--- config.mk ---
export PLATFORM = sky130hd
export DESIGN_NAME = doc_cycle_timer
export DESIGN_NICKNAME = d
export VERILOG_FILES = /design/src/doc_regs_pkg.sv /design/src/doc_osc_pkg.sv /design/src/doc_cycle_timer.sv
export SDC_FILE = /design/constraint.sdc
export NUM_CORES = 1
export LEC_CHECK = 0
export ABC_CLOCK_PERIOD_IN_PS = 4230
export BUFFER_PORTS_ARGS = -buffer_cell sky130_fd_sc_hd__buf_2
export CORE_MARGIN = 5
export CORE_UTILIZATION = 50
export CTS_CLUSTER_DIAMETER = 40
export DETAILED_ROUTE_END_ITERATION = 10
export GPL_ROUTABILITY_DRIVEN = 0
export GPL_TIMING_DRIVEN = 0
export PLACE_DENSITY_LB_ADDON = 0.12
export SLEW_MARGIN = 20
export SYNTH_ARGS = -nofsm -noshare
export SYNTH_HDL_FRONTEND = slang
export SYNTH_SLANG_ARGS = --single-unit
--- constraint.sdc ---
create_clock -name clk_i -period 4.23 [get_ports clk_i]
set_clock_uncertainty 0.05 [all_clocks]
set_input_delay 0.2115 -clock clk_i [delete_from_list [all_inputs] [get_ports clk_i]]
set_output_delay 0.2115 -clock clk_i [all_outputs]
set_load 0.02 [all_outputs]
--- src/doc_regs_pkg.sv ---
// DOC host register map
package doc_regs_pkg;

    // register groups are selected by addr[7:5], the oscillator by addr[4:0]
    localparam logic [2:0] REG_GRP_FL   = 3'd0;
    localparam logic [2:0] REG_GRP_FH   = 3'd1;
    localparam logic [2:0] REG_GRP_VOL  = 3'd2;
    localparam logic [2:0] REG_GRP_WDS  = 3'd3;
    localparam logic [2:0] REG_GRP_WTP  = 3'd4;
    localparam logic [2:0] REG_GRP_CTRL = 3'd5;
    localparam logic [2:0] REG_GRP_RTS  = 3'd6;

    // global enable register, holds twice the number of running oscillators
    localparam logic [7:0] REG_ADDR_OSC_EN = 8'hE1;
    localparam logic [7:0] OSC_EN_RESET    = 8'h02;

    // unsigned sample byte for zero level, 00 marks the end of a table
    localparam logic [7:0] WDS_SILENCE = 8'h80;

    // codes 10 (sync/AM) and 11 (swap) are reserved here and run as free run
    typedef enum logic [1:0] {
        MODE_FREE_RUN = 2'b00,
        MODE_ONE_SHOT = 2'b01
    } doc_mode_e;

    typedef struct packed {
        logic [3:0] chan;
        logic       irq_en;
        doc_mode_e  mode;
        logic       halt;
    } doc_ctrl_t;

    // table size gives 256 << n bytes, resolution picks the accumulator window
    typedef struct packed {
        logic [1:0] rsvd;
        logic [2:0] table_size;
        logic [2:0] resolution;
    } doc_rts_t;

endpackage
--- src/doc_osc_pkg.sv ---
// DOC oscillator engine types
package doc_osc_pkg;

    localparam int OSC_COUNT_MAX = 32;

    typedef logic [$clog2(OSC_COUNT_MAX)-1:0] osc_num_t;

    // clock enable steps per slot, the last slot also covers memory refresh
    localparam int SLOT_STEPS      = 8;
    localparam int LAST_SLOT_STEPS = 24;

    localparam int ACC_WIDTH = 24;

    typedef logic signed [15:0] sample_t;

    // registers of the oscillator in the current slot
    typedef struct packed {
        logic [15:0]              freq;
        logic [7:0]               vol;
        logic [7:0]               wds;
        logic [7:0]               wtp;
        doc_regs_pkg::doc_ctrl_t  ctrl;
        doc_regs_pkg::doc_rts_t   rts;
    } osc_regs_t;

    // engine updates to the register file
    typedef struct packed {
        logic       halt;
        logic       wds_wr;
        osc_num_t   osc;
        logic [7:0] wds;
    } osc_wb_t;

    typedef struct packed {
        logic     valid;
        osc_num_t osc;
        sample_t  sample;
    } sample_wr_t;

endpackage

--- src/doc_cycle_timer.sv ---
`timescale 1ns/1ps
// DOC slot and step timer
module doc_cycle_timer (
    input  logic                  clk_i,
    input  logic                  reset_n_i,
    input  logic                  clk_en_i,
    input  doc_osc_pkg::osc_num_t osc_count_i,
    output logic                  ready_o,
    output doc_osc_pkg::osc_num_t init_osc_o,
    output doc_osc_pkg::osc_num_t cur_osc_o,
    output logic [4:0]            step_o,
    output logic                  frame_end_o
);
    import doc_osc_pkg::*;

    logic last_slot_w;
    logic last_step_w;
    logic advance_w;

    // a lowered count ends the frame at the current slot
    assign last_slot_w = cur_osc_o >= osc_count_i;
    assign last_step_w = step_o == (last_slot_w ? 5'(LAST_SLOT_STEPS - 1) : 5'(SLOT_STEPS - 1));
    assign advance_w   = ready_o && clk_en_i;

    // one register entry per clock is initialised before the engine runs
    always_ff @(posedge clk_i) begin
        if (!reset_n_i) begin
            ready_o    <= 1'b0;
            init_osc_o <= '0;
        end else if (!ready_o) begin
            init_osc_o <= init_osc_o + 1'b1;
            if (init_osc_o == osc_num_t'(OSC_COUNT_MAX - 1)) begin
                ready_o <= 1'b1;
            end
        end
    end

    always_ff @(posedge clk_i) begin
        if (!reset_n_i) begin
            step_o      <= '0;
            cur_osc_o   <= '0;
            frame_end_o <= 1'b0;
        end else begin
            frame_end_o <= advance_w && last_slot_w && last_step_w;
            if (advance_w) begin
                step_o <= last_step_w ? 5'd0 : step_o + 5'd1;
                if (last_step_w) begin
                    cur_osc_o <= last_slot_w ? '0 : cur_osc_o + 1'b1;
                end
            end
        end
    end

    // a slot beyond the enabled range only appears when the count has just been lowered
    a_slot_in_range: assert property (@(posedge clk_i) disable iff (!reset_n_i)
        $rose(cur_osc_o > osc_count_i) |-> osc_count_i < $past(osc_count_i));

endmodule

==> impl_metrics.csv <==
group,metric,value,unit
logic_synthesis,synth_edf_count,0,
setup_path,worstPathMaxFanout,7,
sta,setup_tns,0,ns
floorplanning,core,1960,um2
logic_synthesis,synth_top_flop_cell,"dfxtp_1",
power,leakage,0.566,nW
setup_path,critPathLaunchType,"flop",
grt,grt_pass1_wl,4.07,mm
floorplanning,start_util,0.524,
power,clkPwrFrac,0.309,
setup_path,arrival,1.96,ns
run_status,status,"completed",
setup_path,end_kind,"flop",
logic_synthesis,ys_warn_count,0,
placement,port_buffers,24,
logic_synthesis,syn-instance-count,112,
cts,cts_tree,"built",
cts,clockBufferDepth,2,
power,powerDensity,229,nW/um2
routing,via_per_inst,5.62,
power,switching_power,0.0691,mW
logic_synthesis,syn_avg_cell_area,9.17,um2
setup_path,worstPathRequired,4.35,ns
grt,grt_usage,0.156,
sta,slew_violations,0,
floorplanning,rows,16,
logic_synthesis,ys_async_sr_fraction,0,
layout,areaGrowthSynthToFinish,17.7,%
layout,diodes,0,
routing,via_count,939,
cts,clk_latency,0.29,ns
cts,cts_resized,0,
power,vdd_drop_max,137,uV
layout,layout-drive-gt1-share,0.250,
power,seq_power_share,0.597,
setup_path,cp_slowest_stage_delay,0.46,ns
logic_synthesis,yosysSeqAreaShare,0.331,
cts,cts.sinks,17,
cts,ctsHoldBuffers,0,
sta,final.min_clock_period,1.84,ns
grt,grt_max_degree,11,
routing,wl,2.19,mm
sta,worst_pin_slew,0.464,ns
layout,nNetsFinal,158,
placement,dp_hpwl,1.68,mm
power,combinationalPowerShare,0.094,
floorplanning,fp.dieW,55.3,um
sta,setup_viol,0,
logic_synthesis,synth_seq_cells,17,
floorplanning,dieArea,3060,um2
routing,drc,0,
setup_path,crit_chain,"ha_1 > a211oi_2 > o221a_2 > mux2i_1 > nor3_1",
sta,fmax,0.544,GHz
layout,design_area,1210,um2
routing,drt-initial-drc-count,12,
grt,grt.overflow.total,0,
routing,ant_nets,0,
job,maxCapViolations,0,
power,p_int,0.208,mW
routing,wl_per_cell,13.1,um
floorplanning,ios,25,
sta,hold_viol,0,
logic_synthesis,synth_nets,129,
cts,cts_root_buf,"clkbuf_4",
routing,first_pass_iters,6,
sta,rsz0062_at_grt,"no",
worst_hold_path,holdCritPathClass,"in2reg",
grt,grt_pass1_vias,965,
floorplanning,die_h,55.3,um
setup_path,criticalPathCategory,"reg2reg",
sta,whs,0.185,ns
logic_synthesis,syn-cell-area,1030,um2
sta,period_share,0.435,
logic_synthesis,synth.distinct_cells,36,
cts,numCtsBuffers,3,
setup_path,slowest_stage,"dfxtp_1",
sta,slew_headroom,0.690,
cts,cts_setup_buffers,0,
power,swShare,0.250,
cts,clk_pin_slew_worst_paths,0.11,ns
grt,antenna_found_initial,0,
placement,placed_cell_area,1180,um2
cts,htreeDepth,1,
==> cells in the mapped netlist, types with 2 or more instances <==
library cell,number,area (um2)
dfxtp_1,17,340
nor2_1,10,37.5
ha_1,9,113
inv_1,8,30.0
nand3_1,6,30.0
a21oi_1,4,20.0
nand2_1,4,15.0
nand4b_1,4,35.0
xor2_1,4,35.0
and3_1,3,18.8
clkbuf_1,3,11.3
mux2i_1,3,30.0
nor3_1,3,15.0
o311ai_1,3,26.3
or4_1,3,22.5
a32oi_1,2,17.5
a41o_1,2,20.0
nand2b_1,2,12.5
nor2b_1,2,12.5
o311ai_0,2,17.5
or3_1,2,12.5
xnor2_1,2,17.5
==> flip-flops by register name (all words and copies together) (netlist names) <==
register / cells
frame_end_o: 1
init_osc_o: 5
step_o: 5
cur_osc_o: 5
ready_o: 1
==> routing by layer <==
layer  track usage  wire length, um  vias to the layer above
met3        0.0396              134                        4
li1              -                -                      483
met1         0.193             1030                      423
met4        0.0660               30                        0
met2         0.253              999                       29
met5             0                0                        -
==> layout make-up <==
cell class	count	area, um2
multi-input cells	83	638
plain buffers	4	18.8
inverters	8	30.0
repair buffers	24	120
well taps	27	33.8
flip-flops and latches	17	340
fillers	200	753
clock inverters	1	5.00
clock buffers	3	22.5
==> worst max-delay path, delay by kind of cell, from the launching register on <==
| kind | cells | cell delay, ns |
|---|---|---|
| multiplexers | 1 | 0.25 |
| flip-flops | 1 | 0.46 |
| adder cells (fa/ha/maj) | 1 | 0.30 |
| AND/OR/NAND/NOR | 1 | 0.07 |
| AO/OA/AOI/OAI | 2 | 0.60 |
==> per-stage QoR <==
stage / std cells / power, mW / utilization / setup slack, ns
detailed placement: 163 / 0.195 / 0.602 / 2.38
finish: 167 / 0.277 / 0.616 / 2.39
global placement: 163 / 0.194 / 0.602 / 2.41
global route: 167 / 0.292 / 0.616 / 2.23
floorplan: 112 / 0.185 / - / 2.42
CTS: 167 / 0.281 / 0.616 / 2.38
==> cells in the final DEF (no fill, tap or decap), types with 3 or more instances in the layout <==
master / count
buf_2: 24
dfxtp_1: 17
nor2_1: 10
ha_1: 9
inv_1: 8
nand3_1: 6
xor2_1: 4
nand2_1: 4
a21oi_1: 4
nand4b_1: 4
and3_1: 3
clkbuf_1: 3
mux2i_1: 3
nor3_1: 3
or4_1: 3
o311ai_1: 3
clkbuf_4: 3
==> kinds of logic after synthesis <==
kind of cell             synth area share
AO/OA/AOI/OAI                       0.167
XOR/XNOR                           0.0512
adder cells (fa/ha/maj)             0.110
buffers and inverters              0.0475
flip-flops                          0.331
multiplexers                       0.0292
AND/OR/NAND/NOR                     0.264
==> power by group through the flow <==
| stage | sequential (mW) | combinational, mW | clock (mW) |
|---|---|---|---|
| 6_report | 0.165 | 0.0260 | 0.0855 |
| 5_1_grt | 0.166 | 0.0298 | 0.0962 |
| 4_1_cts | 0.165 | 0.0263 | 0.0899 |
| 2_1_floorplan | 0.172 | 0.0130 | 0 |
| 3_3_place_gp | 0.169 | 0.0255 | 0 |
| 3_5_place_dp | 0.169 | 0.0262 | 0 |
==> final timing paths <==
kind                              from                     end  slack [ns]  cells past startpoint
max          cur_osc_o[2]$_SDFFE_PN0P_  step_o[0]$_SDFFE_PN0P_        2.39                      5
min                           clk_en_i  step_o[1]$_SDFFE_PN0P_        0.19                      3
max reg2reg  cur_osc_o[2]$_SDFFE_PN0P_  step_o[0]$_SDFFE_PN0P_        2.39                      5
min reg2reg     step_o[1]$_SDFFE_PN0P_  step_o[1]$_SDFFE_PN0P_        0.45                      2
Note: power is estimated with default switching activity, not from simulation.
