==> src/doc_regs_pkg.sv <==
// DOC host register map
package doc_regs_pkg;

    // register groups are selected by addr[7:5], the oscillator by addr[4:0]
    localparam logic [2:0] REG_GRP_FL   = 3'd0;
    localparam logic [2:0] REG_GRP_FH   = 3'd1;
    localparam logic [2:0] REG_GRP_VOL  = 3'd2;
    localparam logic [2:0] REG_GRP_WDS  = 3'd3;
    localparam logic [2:0] REG_GRP_WTP  = 3'd4;
    localparam logic [2:0] REG_GRP_CTRL = 3'd5;
    localparam logic [2:0] REG_GRP_RTS  = 3'd6;

    // global enable register, holds twice the number of running oscillators
    localparam logic [7:0] REG_ADDR_OSC_EN = 8'hE1;
    localparam logic [7:0] OSC_EN_RESET    = 8'h02;

    // unsigned sample byte for zero level, 00 marks the end of a table
    localparam logic [7:0] WDS_SILENCE = 8'h80;

    // codes 10 (sync/AM) and 11 (swap) are reserved here and run as free run
    typedef enum logic [1:0] {
        MODE_FREE_RUN = 2'b00,
        MODE_ONE_SHOT = 2'b01
    } doc_mode_e;

    typedef struct packed {
        logic [3:0] chan;
        logic       irq_en;
        doc_mode_e  mode;
        logic       halt;
    } doc_ctrl_t;

    // table size gives 256 << n bytes, resolution picks the accumulator window
    typedef struct packed {
        logic [1:0] rsvd;
        logic [2:0] table_size;
        logic [2:0] resolution;
    } doc_rts_t;

endpackage
==> src/doc_osc_pkg.sv <==
// DOC oscillator engine types
package doc_osc_pkg;

    localparam int OSC_COUNT_MAX = 32;

    typedef logic [$clog2(OSC_COUNT_MAX)-1:0] osc_num_t;

    // clock enable steps per slot, the last slot also covers memory refresh
    localparam int SLOT_STEPS      = 8;
    localparam int LAST_SLOT_STEPS = 24;

    localparam int ACC_WIDTH = 24;

    typedef logic signed [15:0] sample_t;

    // registers of the oscillator in the current slot
    typedef struct packed {
        logic [15:0]              freq;
        logic [7:0]               vol;
        logic [7:0]               wds;
        logic [7:0]               wtp;
        doc_regs_pkg::doc_ctrl_t  ctrl;
        doc_regs_pkg::doc_rts_t   rts;
    } osc_regs_t;

    // engine updates to the register file
    typedef struct packed {
        logic       halt;
        logic       wds_wr;
        osc_num_t   osc;
        logic [7:0] wds;
    } osc_wb_t;

    typedef struct packed {
        logic     valid;
        osc_num_t osc;
        sample_t  sample;
    } sample_wr_t;

endpackage

==> src/doc_register_file.sv <==
`timescale 1ns/1ps
// DOC oscillator register file
module doc_register_file (
    input  logic                   clk_i,
    input  logic                   reset_n_i,
    input  logic                   cs_n_i,
    input  logic                   we_n_i,
    input  logic [7:0]             addr_i,
    input  logic [7:0]             data_i,
    output logic [7:0]             data_o,
    input  logic                   ready_i,
    input  doc_osc_pkg::osc_num_t  init_osc_i,
    input  doc_osc_pkg::osc_num_t  cur_osc_i,
    input  doc_osc_pkg::osc_wb_t   wb_i,
    output doc_osc_pkg::osc_regs_t regs_o,
    output doc_osc_pkg::osc_num_t  osc_count_o
);
    import doc_regs_pkg::*;
    import doc_osc_pkg::*;

    logic [7:0] fl_r   [OSC_COUNT_MAX];
    logic [7:0] fh_r   [OSC_COUNT_MAX];
    logic [7:0] vol_r  [OSC_COUNT_MAX];
    logic [7:0] wds_r  [OSC_COUNT_MAX];
    logic [7:0] wtp_r  [OSC_COUNT_MAX];
    doc_ctrl_t  ctrl_r [OSC_COUNT_MAX];
    doc_rts_t   rts_r  [OSC_COUNT_MAX];
    logic [7:0] osc_en_r;

    logic       host_wr_w;
    osc_num_t   host_osc_w;
    doc_ctrl_t  wb_ctrl_w;
    logic [5:0] en_num_w;

    assign host_wr_w  = !cs_n_i && !we_n_i;
    assign host_osc_w = addr_i[4:0];

    // control entry of the write-back target with its halt bit forced on
    always_comb begin
        wb_ctrl_w      = ctrl_r[wb_i.osc];
        wb_ctrl_w.halt = 1'b1;
    end

    // later assignments win, so the order gives host < engine < init sweep
    always_ff @(posedge clk_i) begin
        if (host_wr_w) begin
            case (addr_i[7:5])
                REG_GRP_FL:   fl_r[host_osc_w]   <= data_i;
                REG_GRP_FH:   fh_r[host_osc_w]   <= data_i;
                REG_GRP_VOL:  vol_r[host_osc_w]  <= data_i;
                REG_GRP_WDS:  wds_r[host_osc_w]  <= data_i;
                REG_GRP_WTP:  wtp_r[host_osc_w]  <= data_i;
                REG_GRP_CTRL: ctrl_r[host_osc_w] <= doc_ctrl_t'(data_i);
                REG_GRP_RTS:  rts_r[host_osc_w]  <= doc_rts_t'(data_i);
                default: ;
            endcase
        end
        if (wb_i.wds_wr) begin
            wds_r[wb_i.osc] <= wb_i.wds;
        end
        if (wb_i.halt) begin
            ctrl_r[wb_i.osc] <= wb_ctrl_w;
        end
        // power-up sweep leaves every oscillator halted on a silent sample
        if (!ready_i) begin
            ctrl_r[init_osc_i] <= '{chan: 4'h0, irq_en: 1'b0, mode: MODE_FREE_RUN, halt: 1'b1};
            wds_r[init_osc_i]  <= WDS_SILENCE;
        end
    end

    always_ff @(posedge clk_i) begin
        if (!reset_n_i) begin
            osc_en_r <= OSC_EN_RESET;
        end else if (host_wr_w && addr_i == REG_ADDR_OSC_EN) begin
            osc_en_r <= data_i;
        end
    end

    // E1 holds the count times two, zero still runs one oscillator
    assign en_num_w = osc_en_r[6:1];
    assign osc_count_o = (en_num_w == 6'd0) ? '0 :
                         (en_num_w > 6'(OSC_COUNT_MAX)) ? osc_num_t'(OSC_COUNT_MAX - 1) :
                         osc_num_t'(en_num_w - 6'd1);

    // host read path is purely combinational on the address
    always_comb begin
        case (addr_i[7:5])
            REG_GRP_FL:   data_o = fl_r[host_osc_w];
            REG_GRP_FH:   data_o = fh_r[host_osc_w];
            REG_GRP_VOL:  data_o = vol_r[host_osc_w];
            REG_GRP_WDS:  data_o = wds_r[host_osc_w];
            REG_GRP_WTP:  data_o = wtp_r[host_osc_w];
            REG_GRP_CTRL: data_o = ctrl_r[host_osc_w];
            REG_GRP_RTS:  data_o = rts_r[host_osc_w];
            default:      data_o = (addr_i == REG_ADDR_OSC_EN) ? osc_en_r : 8'h00;
        endcase
    end

    assign regs_o = '{
        freq: {fh_r[cur_osc_i], fl_r[cur_osc_i]},
        vol:  vol_r[cur_osc_i],
        wds:  wds_r[cur_osc_i],
        wtp:  wtp_r[cur_osc_i],
        ctrl: ctrl_r[cur_osc_i],
        rts:  rts_r[cur_osc_i]
    };

    // the engine only ever halts the oscillator whose slot is running
    a_halt_wb_cur: assert property (@(posedge clk_i) disable iff (!reset_n_i)
        wb_i.halt |-> wb_i.osc == cur_osc_i);

endmodule

==> config.mk <==
export PLATFORM = sky130hd
export DESIGN_NAME = doc_register_file
export DESIGN_NICKNAME = d
export VERILOG_FILES = /design/src/doc_regs_pkg.sv /design/src/doc_osc_pkg.sv /design/src/doc_register_file.sv
export SDC_FILE = /design/constraint.sdc
export NUM_CORES = 2
export LEC_CHECK = 0
export BUFFER_PORTS_ARGS = -buffer_cell sky130_fd_sc_hd__buf_4
export CAP_MARGIN = 40
export CORE_MARGIN = 3
export CORE_UTILIZATION = 55
export DETAILED_ROUTE_END_ITERATION = 10
export PLACE_DENSITY = 0.74
export SLEW_MARGIN = 10
export SYNTH_ARGS = -nofsm -noshare
export SYNTH_HDL_FRONTEND = slang
export SYNTH_SLANG_ARGS = --single-unit
export TNS_END_PERCENT = 30
==> constraint.sdc <==
create_clock -name clk_i -period 3.6 [get_ports clk_i]
set_clock_uncertainty 0.05 [all_clocks]
set_input_delay 0.36 -clock clk_i [delete_from_list [all_inputs] [get_ports clk_i]]
set_output_delay 0.36 -clock clk_i [all_outputs]
set_load 0.1 [all_outputs]
==> impl_metrics.tcl <==
set metrics [dict create \
    initial_core_util 0.556 \
    worst_pin_slew_ns 1.00 \
    syn2layout_area_growth_pct 17.3 \
    worst_ep_arrival_time_ns 3.32 \
    end_kind "primary output" \
    finalWorstSetupSlack_ns -0.125 \
    violations "setup timing" \
    clkLatencyLatePin_ns 0.82 \
    fmax_mhz 268 \
    drt_wl_total_mm 327 \
    synth_fp_nets 6460 \
    layout_common_cells "mux2i_1, edfxtp_1, buf_4" \
    synth_edf_count 1280 \
    ys_ff_latch 1800 \
    clk_pin_slew_worst_paths_ns 0.06 \
    synth_mux_area_frac 0.296 \
    port_buffers 114 \
    synth_top_family_by_area "multiplexers" \
    place.gp.congestion 1.01 \
    h-tree-depth 4 \
    reg2reg_from "wds_r[28][7]" \
    path_max_fanout 3 \
    cts_root_buffer "clkbuf_16" \
    crit_type "register to primary output" \
    final_common_cell "mux2i_1" \
    clockBufferDepth 3 \
    synth_fa_ha_area_frac 0.000503 \
    setup_viol 5 \
    vias_per_cell 7.16 \
    p_leak_nw 39.7 \
    clock_sinks 1800 \
    layout.nets 6950 \
    ys_top_cells_by_area "edfxtp_1, mux2i_1, mux4_2" \
    first_global_vias 64600 \
    rsz0062_at_grt "true" \
    cp.required_ns 3.19 \
    startpoint "wds_r[9][0]" \
    wl_per_cell_microns 35.5 \
    synthXorXnorAreaFrac 0.000684 \
    pwr_density_cell_mw_per_mm2 488 \
    drtIter0Drc 9654 \
    cp-start-kind "register" \
    ys_types 66 \
    whs_ns 0.0429 \
    final_util 0.652 \
    antenna_found_initial 19 \
    post-route-min-period_ns 3.73 \
    cap_violations 0 \
    dieArea_sq_mm 0.168 \
    ys_seq_area_frac 0.545 \
    period_share 1.03 \
    outcome "finished with violations" \
    cts_buffers 185 \
    route.detailed.drc 0 \
    vias 66000 \
    ir_drop_v 0.000544 \
    coreArea_sq_mm 0.161 \
    cts_tree "done" \
    slew_headroom 0.328 \
    grt_pass1_wl_mm 463 \
    yosysTopAreaCell "edfxtp_1" \
    die_w_microns 410 \
    min_path_type "input pin to register" \
    synth_top_area_frac 0.429 \
    drive_gt1_frac 0.278 \
    synth_compound_area_frac 0.0645 \
    synth_area_sq_mm 0.0896 \
    grt_usage 0.383 \
    synthFlopType "edfxtp_1" \
    grt_max_degree 95 \
    holdCritStartpoint "init_osc_i[0]" \
    drt_pre_antenna_iters 7 \
    dp_hpwl_mm 223 \
    io_pins 115 \
    die_h_microns 410 \
    synth_cells 6412 \
    slew_viol_final 0 \
    async_flop_share 0 \
    ant_nets 0 \
    fp-row-count 147 \
    synth_simple_gate_area_frac 0.0662 \
    ys_warn_count 0 \
    timing.final.hold_violations 0 \
    avgSynthCellArea_sq_um 14.0 \
    overflow 0 \
]
## cell usage after synthesis, drive strengths merged, types with 8 or more instances
master  instances
nor3            9
a211oi        225
or2            39
mux2i        1324
mux2           56
mux4          560
dfxtp         520
nor4           95
o21ai           8
a22oi          16
nand2         234
clkbuf        280
nor2          651
buf           269
or3b            8
o22ai         448
nand3         125
edfxtp       1280
o221ai         31
a31oi          18
nand3b         10
a21oi         122
## metrics by stage
step / TNS (ns) / instances / setup WS [ns] / total power [mW] / area (sq um)
global route: -0.344 / 9214 / -0.0999 / 52.4 / 105000
detailed placement: -3.77 / 8850 / -0.758 / 31.5 / 97500
finish: -0.293 / 9219 / -0.125 / 51.3 / 105000
global placement: -4.17 / 8822 / -0.870 / 31.4 / 97300
CTS: -0.0769 / 9215 / -0.0475 / 51.0 / 105000
floorplan: 0 / 6412 / 0.245 / 28.6 / 89600
## area by class of cell
class | instances | area (sq um)
clock buffer | 237 | 4980
antenna | 6 | 15.0
timing repair buffer | 852 | 8100
fill | 11400 | 56200
multi-input combinational | 4058 | 39300
clock inverter | 101 | 1170
inverter | 5 | 18.8
tap | 2160 | 2700
sequential | 1800 | 48900
## timing repair
item | in CTS | in global routing
pin swaps | 34 | 36
hold buffers | 14 | 1
cloned | 7 | 1
setup endpoints to repair | 8 | 8
gates resized for setup | 128 | 67
hold endpoints to repair | 176 | 2
buffers inserted | 8 | 0
## where the power goes
group / switching (mW) / internal [mW]
combinational: 4.55 / 3.23
sequential: 0.788 / 23.1
clock: 8.63 / 11.0
## kinds of logic (layout without fill, tap and decap cells)
kind of cell               Yosys count  in the layout
muxes                             1940           1940
and+or+nand+nor                   1226           1226
DFF                               1800           1800
xor gates and xnor gates             7              7
AOI/OAI and AO/OA                  881            881
buffers and inverters              554           1195
adders and majority gates            4              4
other                                0              6
## critical path: stages (launching register included)
cell     delay (ns)
dfxtp_1        0.35
mux2i_1        0.35
o22ai_1        0.14
nor4_1         0.40
nand2_1        0.34
a22oi_1        0.26
buf_4          0.14
nand3_2        0.21
buf_6          0.28
## state kept, by name (all words and copies together) (netlist names)
register and count:
fl_r 256, vol_r 256, rts_r 256, wds_r 256, wtp_r 256, osc_en_r 8
fh_r 256, ctrl_r 256
## metal layers
layer / global-route usage / share of wire / vias to the layer above
met3: 0.118 / 0.14 / 1195
met5: 0 / 0.00035 / -
met2: 0.577 / 0.44 / 5282
met1: 0.488 / 0.35 / 33000
li1: - / - / 26500
met4: 0.229 / 0.072 / 18
## worst paths after layout
kind                    to  cells past startpoint  slack, ns
max reg2reg   wds_r[28][7]                      3       2.56
min reg2reg  ctrl_r[28][7]                      2       0.42
min           ctrl_r[2][0]                      4       0.04
max              data_o[0]                      8      -0.13
Note: power is estimated with default switching activity, not from simulation.
