<file path="src/doc_regs_pkg.sv">
// DOC host register map
package doc_regs_pkg;

    // register groups are selected by addr[7:5], the oscillator by addr[4:0]
    localparam logic [2:0] REG_GRP_FL   = 3'd0;
    localparam logic [2:0] REG_GRP_FH   = 3'd1;
    localparam logic [2:0] REG_GRP_VOL  = 3'd2;
    localparam logic [2:0] REG_GRP_WDS  = 3'd3;
    localparam logic [2:0] REG_GRP_WTP  = 3'd4;
    localparam logic [2:0] REG_GRP_CTRL = 3'd5;
    localparam logic [2:0] REG_GRP_RTS  = 3'd6;

    // global enable register, holds twice the number of running oscillators
    localparam logic [7:0] REG_ADDR_OSC_EN = 8'hE1;
    localparam logic [7:0] OSC_EN_RESET    = 8'h02;

    // unsigned sample byte for zero level, 00 marks the end of a table
    localparam logic [7:0] WDS_SILENCE = 8'h80;

    // codes 10 (sync/AM) and 11 (swap) are reserved here and run as free run
    typedef enum logic [1:0] {
        MODE_FREE_RUN = 2'b00,
        MODE_ONE_SHOT = 2'b01
    } doc_mode_e;

    typedef struct packed {
        logic [3:0] chan;
        logic       irq_en;
        doc_mode_e  mode;
        logic       halt;
    } doc_ctrl_t;

    // table size gives 256 << n bytes, resolution picks the accumulator window
    typedef struct packed {
        logic [1:0] rsvd;
        logic [2:0] table_size;
        logic [2:0] resolution;
    } doc_rts_t;

endpackage
</file>
<file path="src/doc_osc_pkg.sv">
// DOC oscillator engine types
package doc_osc_pkg;

    localparam int OSC_COUNT_MAX = 32;

    typedef logic [$clog2(OSC_COUNT_MAX)-1:0] osc_num_t;

    // clock enable steps per slot, the last slot also covers memory refresh
    localparam int SLOT_STEPS      = 8;
    localparam int LAST_SLOT_STEPS = 24;

    localparam int ACC_WIDTH = 24;

    typedef logic signed [15:0] sample_t;

    // registers of the oscillator in the current slot
    typedef struct packed {
        logic [15:0]              freq;
        logic [7:0]               vol;
        logic [7:0]               wds;
        logic [7:0]               wtp;
        doc_regs_pkg::doc_ctrl_t  ctrl;
        doc_regs_pkg::doc_rts_t   rts;
    } osc_regs_t;

    // engine updates to the register file
    typedef struct packed {
        logic       halt;
        logic       wds_wr;
        osc_num_t   osc;
        logic [7:0] wds;
    } osc_wb_t;

    typedef struct packed {
        logic     valid;
        osc_num_t osc;
        sample_t  sample;
    } sample_wr_t;

endpackage

</file>
<file path="src/doc_mixer.sv">
`timescale 1ns/1ps
// DOC mono mixer
module doc_mixer #(
    parameter int MIX_SUM_WIDTH = 16
) (
    input  logic                    clk_i,
    input  logic                    reset_n_i,
    input  logic                    frame_end_i,
    input  doc_osc_pkg::osc_num_t   osc_count_i,
    input  doc_osc_pkg::sample_wr_t sample_i,
    output doc_osc_pkg::sample_t    mono_mix_o
);
    import doc_osc_pkg::*;

    sample_t  store_r [OSC_COUNT_MAX];
    logic     busy_r;
    logic     done_r;
    osc_num_t idx_r;
    osc_num_t last_r;
    logic signed [MIX_SUM_WIDTH-1:0] sum_r;

    always_ff @(posedge clk_i) begin
        if (!reset_n_i) begin
            for (int i = 0; i < OSC_COUNT_MAX; i++) begin
                store_r[i] <= '0;
            end
            busy_r     <= 1'b0;
            done_r     <= 1'b0;
            idx_r      <= '0;
            mono_mix_o <= '0;
        end else begin
            // latest sample per oscillator, updated while a sum runs
            if (sample_i.valid) begin
                store_r[sample_i.osc] <= sample_i.sample;
            end
            done_r <= 1'b0;
            if (frame_end_i) begin
                // the count is frozen for the whole walk
                busy_r <= 1'b1;
                idx_r  <= '0;
                last_r <= osc_count_i;
                sum_r  <= '0;
            end else if (busy_r) begin
                // one entry per clock, sign extended and wrapping at the sum width
                sum_r <= sum_r + MIX_SUM_WIDTH'(store_r[idx_r]);
                idx_r <= idx_r + 1'b1;
                if (idx_r == last_r) begin
                    busy_r <= 1'b0;
                    done_r <= 1'b1;
                end
            end
            if (done_r) begin
                mono_mix_o <= sum_r[MIX_SUM_WIDTH-1 -: 16];
            end
        end
    end

    // a frame is far longer than the walk over 32 entries
    a_no_overlap: assert property (@(posedge clk_i) disable iff (!reset_n_i)
        frame_end_i |-> !busy_r && !done_r);

endmodule

</file>
<file path="config.mk">
export PLATFORM = sky130hd
export DESIGN_NAME = doc_mixer
export DESIGN_NICKNAME = d
export VERILOG_FILES = /design/src/doc_regs_pkg.sv /design/src/doc_osc_pkg.sv /design/src/doc_mixer.sv
export SDC_FILE = /design/constraint.sdc
export NUM_CORES = 1
export LEC_CHECK = 0
export BUFFER_PORTS_ARGS = -buffer_cell sky130_fd_sc_hd__buf_4
export CAP_MARGIN = 20
export CORE_AREA = 3 3 258 260
export CTS_CLUSTER_SIZE = 14
export DETAILED_ROUTE_END_ITERATION = 12
export DIE_AREA = 0 0 261 263
export PLACE_DENSITY = 0.69
export SLEW_MARGIN = 15
export SYNTH_ARGS = -nofsm -noshare
export SYNTH_HDL_FRONTEND = slang
export SYNTH_SLANG_ARGS = --single-unit
</file>
<file path="constraint.sdc">
create_clock -name clk_i -period 4.4 [get_ports clk_i]
set_input_delay 0.44 -clock clk_i [delete_from_list [all_inputs] [get_ports clk_i]]
set_output_delay 0.44 -clock clk_i [all_outputs]
set_load 0.005 [all_outputs]
</file>
==> results of run 1 <==
power by group:
part | switching [uW] | leakage (uW) | internal, uW | total (uW)
combinational | 536 | 0.00383 | 382 | 919
sequential | 102 | 0.00530 | 6130 | 6230
clock | 1950 | 0.000789 | 2420 | 4370
cells in the mapped netlist, types with 6 or more instances:
cell,number
edfxtp_1,533
and2_1,516
mux4_2,153
clkbuf_1,111
nor2_1,58
o21ai_0,34
dfxtp_1,28
mux2i_1,21
nor2b_1,21
mux2_2,20
ha_1,16
buf_2,15
nand2_1,10
xnor2_1,10
xor2_1,9
a21oi_1,8
a21o_1,6
registers in the layout, indices dropped and copies added, names as in the netlist, named ones only:
register    flops
sum_r          16
mono_mix_o     16
idx_r           5
last_r          5
busy_r          1
done_r          1
store_r       512
per-stage QoR:
stage | utilization | hold WS, ns | worst slack [ns] | instances
6_report | 0.454 | 0.257 | 0.224 | 2623
5_1_grt | 0.454 | 0.249 | 0.0876 | 2621
4_1_cts | 0.453 | 0.229 | 0.0821 | 2616
3_5_place_dp | 0.427 | 0.509 | 0.113 | 2512
3_3_place_gp | 0.427 | 0.498 | 0.239 | 2512
2_1_floorplan | - | 0.507 | 0.304 | 1644
per-layer routing:
layer	wire length (um)	GRT usage	part of all wire	vias up
met5	0	0	0	-
met4	1750	0.0524	0.027	0
met3	4860	0.0322	0.075	98
met2	32300	0.314	0.50	576
met1	26300	0.266	0.40	7398
li1	-	-	-	6229
cells in the final DEF (no fill, tap or decap), types with 6 or more instances in the layout:
cell       instances
nor2_1            58
o21ai_1           32
buf_12            11
mux4_2           153
xor2_1             9
nor2b_1           21
a21oi_1            8
clkbuf_1          18
clkinv_1          13
buf_4            145
mux2i_1           21
nand2_1           10
a21o_1             6
dfxtp_1           24
edfxtp_1         533
mux2_2            20
ha_1              16
clkbuf_16         53
xnor2_1           10
clkinv_2           7
and2_1           516
final cells by class:
| cell class | count | area [um2] | share of cell area |
|---|---|---|---|
| Clock inverter | 27 | 206 | 0.00706 |
| Clock buffer | 72 | 1410 | 0.0482 |
| Sequential cell | 561 | 16600 | 0.567 |
| Tap cell | 855 | 1070 | 0.0366 |
| Inverter | 5 | 18.8 | 0.000642 |
| Antenna cell | 2 | 5.00 | 0.000171 |
| Timing Repair Buffer | 161 | 1360 | 0.0465 |
| Multi-Input combinational cell | 940 | 8590 | 0.294 |
worst paths after layout:
| check | depth (start not counted) | startpoint | slack (ns) | end |
|---|---|---|---|---|
| min | 2 | frame_end_i | 0.26 | sum_r[10] |
| max reg2reg | 12 | flip-flop | 0.22 | sum_r[12] |
| min reg2reg | 2 | mono_mix_o[9] | 0.52 | mono_mix_o[9] |
| max | 12 | flip-flop | 0.22 | sum_r[12] |
what timing repair did:
item | 4_1_cts | 5_1_grt
resized for setup | 0 | 1
setup endpoints to repair | 0 | 3
hold buffers | 5 | 0
endpoints found under the hold margin | 5 | 0
setup buffers | 0 | 4
critical path, cell delays in order, from the launching register on:
cell and delay, ns:
dfxtp_4 0.66, buf_4 0.24, buf_4 0.12, mux4_2 0.35
mux4_2 0.54, mux2_2 0.32, ha_1 0.33, a21oi_1 0.22
o2111ai_1 0.24, o211a_1 0.31, a311oi_2 0.33, xor2_1 0.18
nor2_1 0.05
cell families (layout without fill, tap and decap cells):
logic type	Yosys count	after routing	synth area share
other	0	2	0
DFF	561	561	0.643
buffers and inverters	143	265	0.0237
muxes	195	195	0.152
AOI/OAI and AO/OA	70	70	0.0169
adders and majority gates	17	17	0.00855
and+or+nand+nor	638	638	0.149
xor gates and xnor gates	20	20	0.00733
==> summary.md, run 1 <==
| Metric | Value |
|---|---|
| Status | complete, no violations |
| Startpoint type of the worst setup path | flip-flop |
| Ports | 46 |
| Fin area | about 29000 um2 |
| Tmin final | 4.18 ns |
| Die area | between 60000 and 70000 um2 |
| Sequential fraction of the synthesis area | 0.643 |
| Worst VDD drop | roughly 250 uV |
| Syn nets | 1691 |
| Async set-reset flop share out of synthesis | 0 |
| Initial detailed-routing violation count | 1428 |
| Worst Setup End Kind | flip-flop |
| GRT Util Overall | 0.192 |
| Critical path arrival | 4.53 ns |
| Number of global-route vias before repair | roughly 14000 |
| Cells after Synth | between 1500 and 2000 |
| Gpl congestion | about 0.91 |
| Cell taking the most area after synthesis | edfxtp_1 |
| Placement Rows | 93 |
| Final Hold Viols | 0 |
| Worst-path fanout max | 26 |
| Vias per cell | 5.45 |
| CP required | about 4.8 ns |
| Initial Util | 0.400 |
| Top-area cell type share of the netlist area | 0.621 |
| Synth warn | 0 |
| Final-report max-slew violation count | 0 |
| Worst skew pair latency | between 0.6 and 0.7 ns |
| Main synth FF type | edfxtp_1 |
| Grt total ovfl | 0 |
| Register bit total from synthesis | approximately 560 |
| Num CTS Buffers | between 50 and 60 |
| Worst Max-Slew Pin Slew | 0.922 ns |
| Port Buffers | 45 |
| CTS root buffer | clkbuf_16 |
| Layout fillers | 5447 |
| DP HPWL | 43.1 mm |
| ANT nets after route | 0 |
| Hold crit path type | in -> reg |
| CTS tree | built |
| Worst-path clk slew | 0.06 ns |
| Mapped cell area | roughly 26000 um2 |
| Synth cell types | between 50 and 60 |
| Pin count of the biggest net entering global routing | 56 |
| Dpl cell area | about 28000 um2 |
| Routed length per instance | roughly 25 um |
| Syn-to-layout area delta | 13.5% |
| Detailed Routing Iterations Pass 1 | 5 |
| Number of enable flip-flop cells after synthesis | ~530 |
| Setup TNS | 0 ns |
| Tot Pwr | between 10000 and 15000 uW |
| Core area | about 64000 um2 |
| WS Path Type | reg -> reg |
| Leakage | between 0.009 and 0.01 uW |
| Deepest clock path buffer count | 3 |
| Synth top area cells | edfxtp_1, mux4_2, and2_1 |
| Final setup violation count | 0 |
| Worst Skew | 0.0251 ns |
| Achievable frequency | 0.239 GHz |
| Chip width | 261 um |
| Drt total wl | roughly 65 mm |
| First-pass GRT wire length | approximately 100 mm |
| Share of post-route cells with drive strength above 1 | 0.230 |
| DRC viols | 0 |
| Final Cycle Share | 0.949 |
| PwrDens | about 390 nW/um2 |
| Fin nets | ~1800 |
| Initial antenna violation count | 3 |
| Rel. slew slack | 0.384 |
| Syn avg cell area | between 15 and 20 um2 |
| Die Height | around 260 um |
| Clock Sinks | 561 |
| Max-cap viol count | 0 |
| H-tree depth | 2 |
| RSZ-0062 raised after global routing | no |
| Detailed-route via count | around 14000 |
(Power assumes the default switching activity.)
==> inputs of run 2 (changes only) <==
- CTS_CLUSTER_SIZE: 14 -> unset
- RECOVER_POWER: unset -> 25
==> summary.md, run 2 (synthesis results as in run 1) <==
| Metric | Value |
|---|---|
| Core area | 64300 um2 (unchanged) |
| Final-report max-slew violation count | 56 (was 0) |
| Worst-path clk slew | 0.06 ns (about the same) |
| R2R cell count | 12 (unchanged) |
| First-pass GRT wire length | 97.6 mm (was 97.5 mm) |
| Chip width | 261 um (unchanged) |
| Clock Sinks | 561 (unchanged) |
| Achievable frequency | 0.239 GHz (about the same) |
| Worst Skew | 0.0254 ns (was 0.0251 ns) |
| Leakage | 0.00973 uW (was 0.00993 uW) |
| Vias per cell | 5.43 (was 5.45) |
| Num CTS Buffers | 53 (unchanged) |
| Largest register FFs | 512 (unchanged) |
| Worst VDD drop | 253 uV (was 254 uV) |
| Worst skew pair latency | 0.60 ns (was 0.61 ns) |
| Syn-to-layout area delta | 13.2% (was 13.5%) |
| Initial antenna violation count | 3 (unchanged) |
| FF+latch area | 16600 um2 (unchanged) |
| Flop2flop setup slack | 0.22 ns (about the same) |
| Routed length per instance | 24.8 um (was 24.9 um) |
| DP HPWL | 43.1 mm (unchanged) |
| Hold crit path type | in -> reg (unchanged) |
| Fin nets | 1769 (unchanged) |
| Worst Setup End Kind | flip-flop (unchanged) |
| Reg2Reg Capture Point | sum_r[12] (unchanged) |
| Deepest clock path buffer count | 3 (unchanged) |
| Tmin final | 4.18 ns (about the same) |
| Post-route non-filler standard cell count | 2623 (unchanged) |
| Failing checks | capacitance limit, slew limit |
| PwrDens | 395 nW/um2 (was 394 nW/um2) |
| Pin count of the biggest net entering global routing | 56 (unchanged) |
| Fin util | 0.453 (was 0.454) |
| Drt total wl | 65.1 mm (was 65.2 mm) |
| GRT Util Overall | 0.192 (about the same) |
| Placement Rows | 93 (unchanged) |
| Detailed-route via count | 14247 (was 14301) |
| Final Cycle Share | 0.950 (was 0.949) |
| Dpl cell area | 27500 um2 (unchanged) |
| Slowest cell on crit path | dfxtp_4 (unchanged) |
| Share of post-route cells with drive strength above 1 | 0.219 (was 0.230) |
| Initial Util | 0.400 (unchanged) |
| Final setup violation count | 0 (unchanged) |
| Setup TNS | 0 ns (unchanged) |
| Worst path max stage delay | 0.67 ns (was 0.66 ns) |
| Gpl congestion | 0.908 (unchanged) |
| Grt total ovfl | 0 (unchanged) |
| Ports | 46 (unchanged) |
| Fin area | 29200 um2 (about the same) |
| Max-cap viol count | 1 (was 0) |
| Reg with most FFs | store_r (unchanged) |
| Regs by FF count | store_r x512, mono_mix_o x16, sum_r x16 (unchanged) |
| Startpoint type of the worst setup path | flip-flop (unchanged) |
| Status | complete, but fails checks (was complete, no violations) |
| RSZ-0062 raised after global routing | no (unchanged) |
| CTS root buffer | clkbuf_16 (unchanged) |
| Layout fillers | 5475 (was 5447) |
| Die Height | 263 um (unchanged) |
| H-tree depth | 2 (unchanged) |
| CP Cell Sequence | buf_4 > buf_4 > mux4_2 > mux4_2 > mux2_2 > ha_1 > a21oi_1 > o2111ai_1 > o211a_1 > a311oi_2 > xor2_1 > nor2_1 (unchanged) |
| Critical path arrival | 4.53 ns (about the same) |
| Worst-path fanout max | 26 (unchanged) |
| DRC viols | 0 (unchanged) |
| CP required | 4.75 ns (about the same) |
| CTS tree | built (unchanged) |
| Multi-input logic area | 8590 um2 (unchanged) |
| Commonest non-fill, non-tap cell in the layout | edfxtp_1 (unchanged) |
| Initial detailed-routing violation count | 1343 (was 1428) |
| Port Buffers | 45 (unchanged) |
| WS Path Type | reg -> reg (unchanged) |
| Detailed Routing Iterations Pass 1 | 5 (unchanged) |
| Number of global-route vias before repair | 14373 (was 14387) |
| Worst Max-Slew Pin Slew | 2.46 ns (was 0.922 ns) |
| Die area | 68600 um2 (unchanged) |
| ANT nets after route | 0 (unchanged) |
| Rel. slew slack | -0.640 (was 0.384) |
| Final Hold Viols | 0 (unchanged) |
| Worst Setup EP | sum_r[12] (unchanged) |
| Placed Instances | 2512 (unchanged) |
| Most frequent cells in the layout | edfxtp_1, and2_1, mux4_2 (unchanged) |
-- run 2: cell types whose count changed in the layout (fill, tap and decap cells not counted), sizes merged --
cell | before | now
clkinv | 21 | 25
buf | 156 | 116
clkbuf | 72 | 106
clkinvlp | 0 | 2
-- run 2: area by class of cell --
| type | instances | area share |
|---|---|---|
| diodes | 2 | 0.000172 |
| clock buffers | 66 | 0.0475 |
| clock inverters | 33 | 0.00815 |
| inverters | 5 | 0.000644 |
| multi-input cells | 940 | 0.295 |
| flip-flops and latches | 561 | 0.569 |
| well taps | 855 | 0.0367 |
| repair buffers | 161 | 0.0436 |
-- run 2: worst min path at each step --
stage	start	endpoint	slack [ns]	cells after the start
after floorplan	sum_r[15]	mono_mix_o[15]	0.51	2
after global placement	mono_mix_o[5]	mono_mix_o[5]	0.50	2
after detailed placement	mono_mix_o[7]	mono_mix_o[7]	0.51	2
after CTS	frame_end_i	sum_r[10]	0.23	2
after global routing	frame_end_i	sum_r[10]	0.25	2
final	frame_end_i	sum_r[10]	0.26	2
-- run 2: timing repair --
action	CTS	global route
hold endpoints to repair	5	0
setup buffers	0	4
resized for setup	0	1
setup endpoints to repair	0	3
hold buffers	5	0
-- run 2: critical path: cells and delay by family, from the launching register on --
family / cells / cell delay (ns)
flops: 1 / 0.67
fa+ha+maj: 1 / 0.33
simple gates: 1 / 0.05
buf+inv: 2 / 0.36
compound gates: 4 / 1.10
xor+xnor: 1 / 0.18
mux: 3 / 1.20
-- run 2: metrics by stage --
stage | total power, uW | hold WS, ns | setup slack (ns)
floorplan | 6860 | 0.507 | 0.304
global placement | 7220 | 0.498 | 0.239
detailed placement | 7250 | 0.509 | 0.113
CTS | 11600 | 0.229 | 0.0821
global route | 11900 | 0.249 | 0.0876
finish | 11500 | 0.264 | 0.220
-- run 2: per-layer routing --
layer	routed length [um]	global-route usage	vias to the layer above	part of all wire
li1	-	-	6225	-
met1	26500	0.266	7373	0.41
met2	32300	0.315	551	0.50
met3	4620	0.0322	98	0.071
met4	1700	0.0518	0	0.026
met5	0	0	-	0
-- run 2: where the power goes --
group | switching (uW) | internal, uW
sequential | 102 | 6130
clock | 1960 | 2410
combinational | 537 | 379
total | 2600 | 8910
==> inputs of run 3 (changes only) <==
- RECOVER_POWER: 25 -> unset
- SETUP_SLACK_MARGIN: unset -> 0.3
==> summary.md, run 3 (synthesis results as in run 1) <==
| Metric | Value |
|---|---|
| Worst Max-Slew Pin Slew | 0.925 ns (was 2.46 ns) |
| H-tree depth | 2 (unchanged) |
| Status | complete, no violations (was complete, but fails checks) |
| Worst path max stage delay | 0.56 ns (was 0.67 ns) |
| Gpl congestion | 0.908 (unchanged) |
| Detailed-route via count | 14280 (was 14247) |
| Die Height | 263 um (unchanged) |
| Hold depth | 2 (unchanged) |
| Worst skew pair latency | 0.60 ns (about the same) |
| RSZ-0062 raised after global routing | yes (was no) |
| Rel. slew slack | 0.383 (was -0.640) |
| Tmin final | 4.00 ns (was 4.18 ns) |
| Setup TNS | 0 ns (unchanged) |
| CTS root buffer | clkbuf_16 (unchanged) |
| Final Cycle Share | 0.909 (was 0.950) |
| Final Hold Viols | 0 (unchanged) |
| Port Buffers | 45 (unchanged) |
| WHS | 0.258 ns (was 0.264 ns) |
| Detailed Routing Iterations Pass 1 | 4 (was 5) |
| Worst VDD drop | 254 uV (was 253 uV) |
| Worst Setup End Kind | flip-flop (unchanged) |
| Critical path arrival | 4.34 ns (was 4.53 ns) |
| Startpoint type of the worst setup path | flip-flop (unchanged) |
| Syn-to-layout area delta | 14.1% (was 13.2%) |
| Fin nets | 1779 (was 1769) |
| Post-route non-filler standard cell count | 2632 (was 2623) |
| Leakage | 0.00998 uW (was 0.00973 uW) |
| Chip width | 261 um (unchanged) |
| Achievable frequency | 0.250 GHz (was 0.239 GHz) |
| Final setup violation count | 0 (unchanged) |
| Initial detailed-routing violation count | 1421 (was 1343) |
| CP Cell Sequence | buf_4 > buf_12 > buf_4 > mux4_2 > mux4_2 > mux2_2 > ha_1 > a21o_1 > nor2_1 > o2111ai_2 > a41oi_2 > xor2_1 > nor2_1 (was buf_4 > buf_4 > mux4_2 > mux4_2 > mux2_2 > ha_1 > a21oi_1 > o2111ai_1 > o211a_1 > a311oi_2 > xor2_1 > nor2_1) |
| First-pass GRT wire length | 97.9 mm (was 97.6 mm) |
| Largest register FFs | 512 (unchanged) |
| Pin count of the biggest net entering global routing | 56 (unchanged) |
| GRT Util Overall | 0.193 (was 0.192) |
| Placed Instances | 2512 (unchanged) |
| Initial Util | 0.400 (unchanged) |
| Hold crit path type | in -> reg (unchanged) |
| Initial antenna violation count | 2 (was 3) |
| Clock Sinks | 561 (unchanged) |
| Dpl cell area | 27500 um2 (unchanged) |
| Ports | 46 (unchanged) |
| Placement Rows | 93 (unchanged) |
| Share of post-route cells with drive strength above 1 | 0.244 (was 0.219) |
| CTS tree | built (unchanged) |
| Setup ws final | 0.399 ns (was 0.220 ns) |
| Regs by FF count | store_r x512, mono_mix_o x16, sum_r x16 (unchanged) |
| WS Path Type | reg -> reg (unchanged) |
| Routed length per instance | 24.9 um (was 24.8 um) |
| Worst-path clk slew | 0.07 ns (was 0.06 ns) |
| R2R cell count | 13 (was 12) |
| Drt total wl | 65.5 mm (was 65.1 mm) |
| Reg with most FFs | store_r (unchanged) |
| Die area | 68600 um2 (unchanged) |
| Deepest clock path buffer count | 3 (unchanged) |
| Fin area | 29400 um2 (was 29200 um2) |
| Worst Skew | 0.0243 ns (was 0.0254 ns) |
| Final-report max-slew violation count | 0 (was 56) |
| ANT nets after route | 0 (unchanged) |
| Number of global-route vias before repair | 14399 (was 14373) |
| DRC viols | 0 (unchanged) |
| Core area | 64300 um2 (unchanged) |
| Slowest cell on crit path | mux4_2 (was dfxtp_4) |
| Max-cap viol count | 0 (was 1) |
| Vias per cell | 5.43 (about the same) |
| Worst-path fanout max | 12 (was 26) |
| CP required | 4.74 ns (was 4.75 ns) |
| Grt total ovfl | 0 (unchanged) |
| Num CTS Buffers | 53 (unchanged) |
| PwrDens | 393 nW/um2 (was 395 nW/um2) |
| Most frequent cells in the layout | edfxtp_1, and2_1, mux4_2 (unchanged) |
| Place WS | 0.113 ns (unchanged) |
| DP HPWL | 43.1 mm (unchanged) |
| Commonest non-fill, non-tap cell in the layout | edfxtp_1 (unchanged) |
-- run 3: cell types whose count changed in the layout (fill, tap and decap cells not counted), sizes merged --
cell and change:
clkbuf -40, buf +50, diode -1
-- run 3: final timing paths --
kind,start,to,slack [ns]
worst min-delay path,frame_end_i,sum_r[10],0.26
worst min register to register,mono_mix_o[9],mono_mix_o[9],0.52
worst max-delay path,flip-flop,sum_r[13],0.40
worst max register to register,flip-flop,sum_r[13],0.40
-- run 3: through the flow --
stage,total power [uW],util
after global routing,11900,0.457
final,11600,0.457
after detailed placement,7250,0.427
after CTS,11600,0.455
after global placement,7220,0.427
after floorplan,6860,-
-- run 3: area by class of cell --
| type | count | area, um2 |
|---|---|---|
| diodes | 1 | 2.50 |
| flip-flops and latches | 561 | 16600 |
| clock buffers | 66 | 1390 |
| inverters | 5 | 18.8 |
| repair buffers | 171 | 1450 |
| multi-input cells | 940 | 8650 |
| fillers | 5421 | 35000 |
| clock inverters | 33 | 238 |
| well taps | 855 | 1070 |
-- run 3: power breakdown --
part           leakage, uW  switching, uW  internal, uW
combinational      0.00389            551           401
clock             0.000791           1970          2410
sequential         0.00530            102          6130
-- run 3: timing repair --
| action | CTS | global route |
|---|---|---|
| hold buffers | 5 | 0 |
| pin swaps | 0 | 5 |
| buffers inserted | 6 | 8 |
| setup endpoints to repair | 5 | 5 |
| endpoints found under the hold margin | 5 | 0 |
| resized for setup | 5 | 17 |
-- run 3: routing by layer --
metal	share of wire	global-route usage
met5	0	0
met4	0.027	0.0535
met3	0.072	0.0334
met2	0.50	0.316
met1	0.41	0.266
-- run 3: worst max-delay path, delay by kind of cell (launching register included) --
kind	cells	cell delay (ns)
AOI/OAI and AO/OA	3	0.74
xor gates and xnor gates	1	0.17
adders and majority gates	1	0.33
buffers and inverters	3	0.48
DFF	1	0.36
muxes	3	1.45
and+or+nand+nor	2	0.20
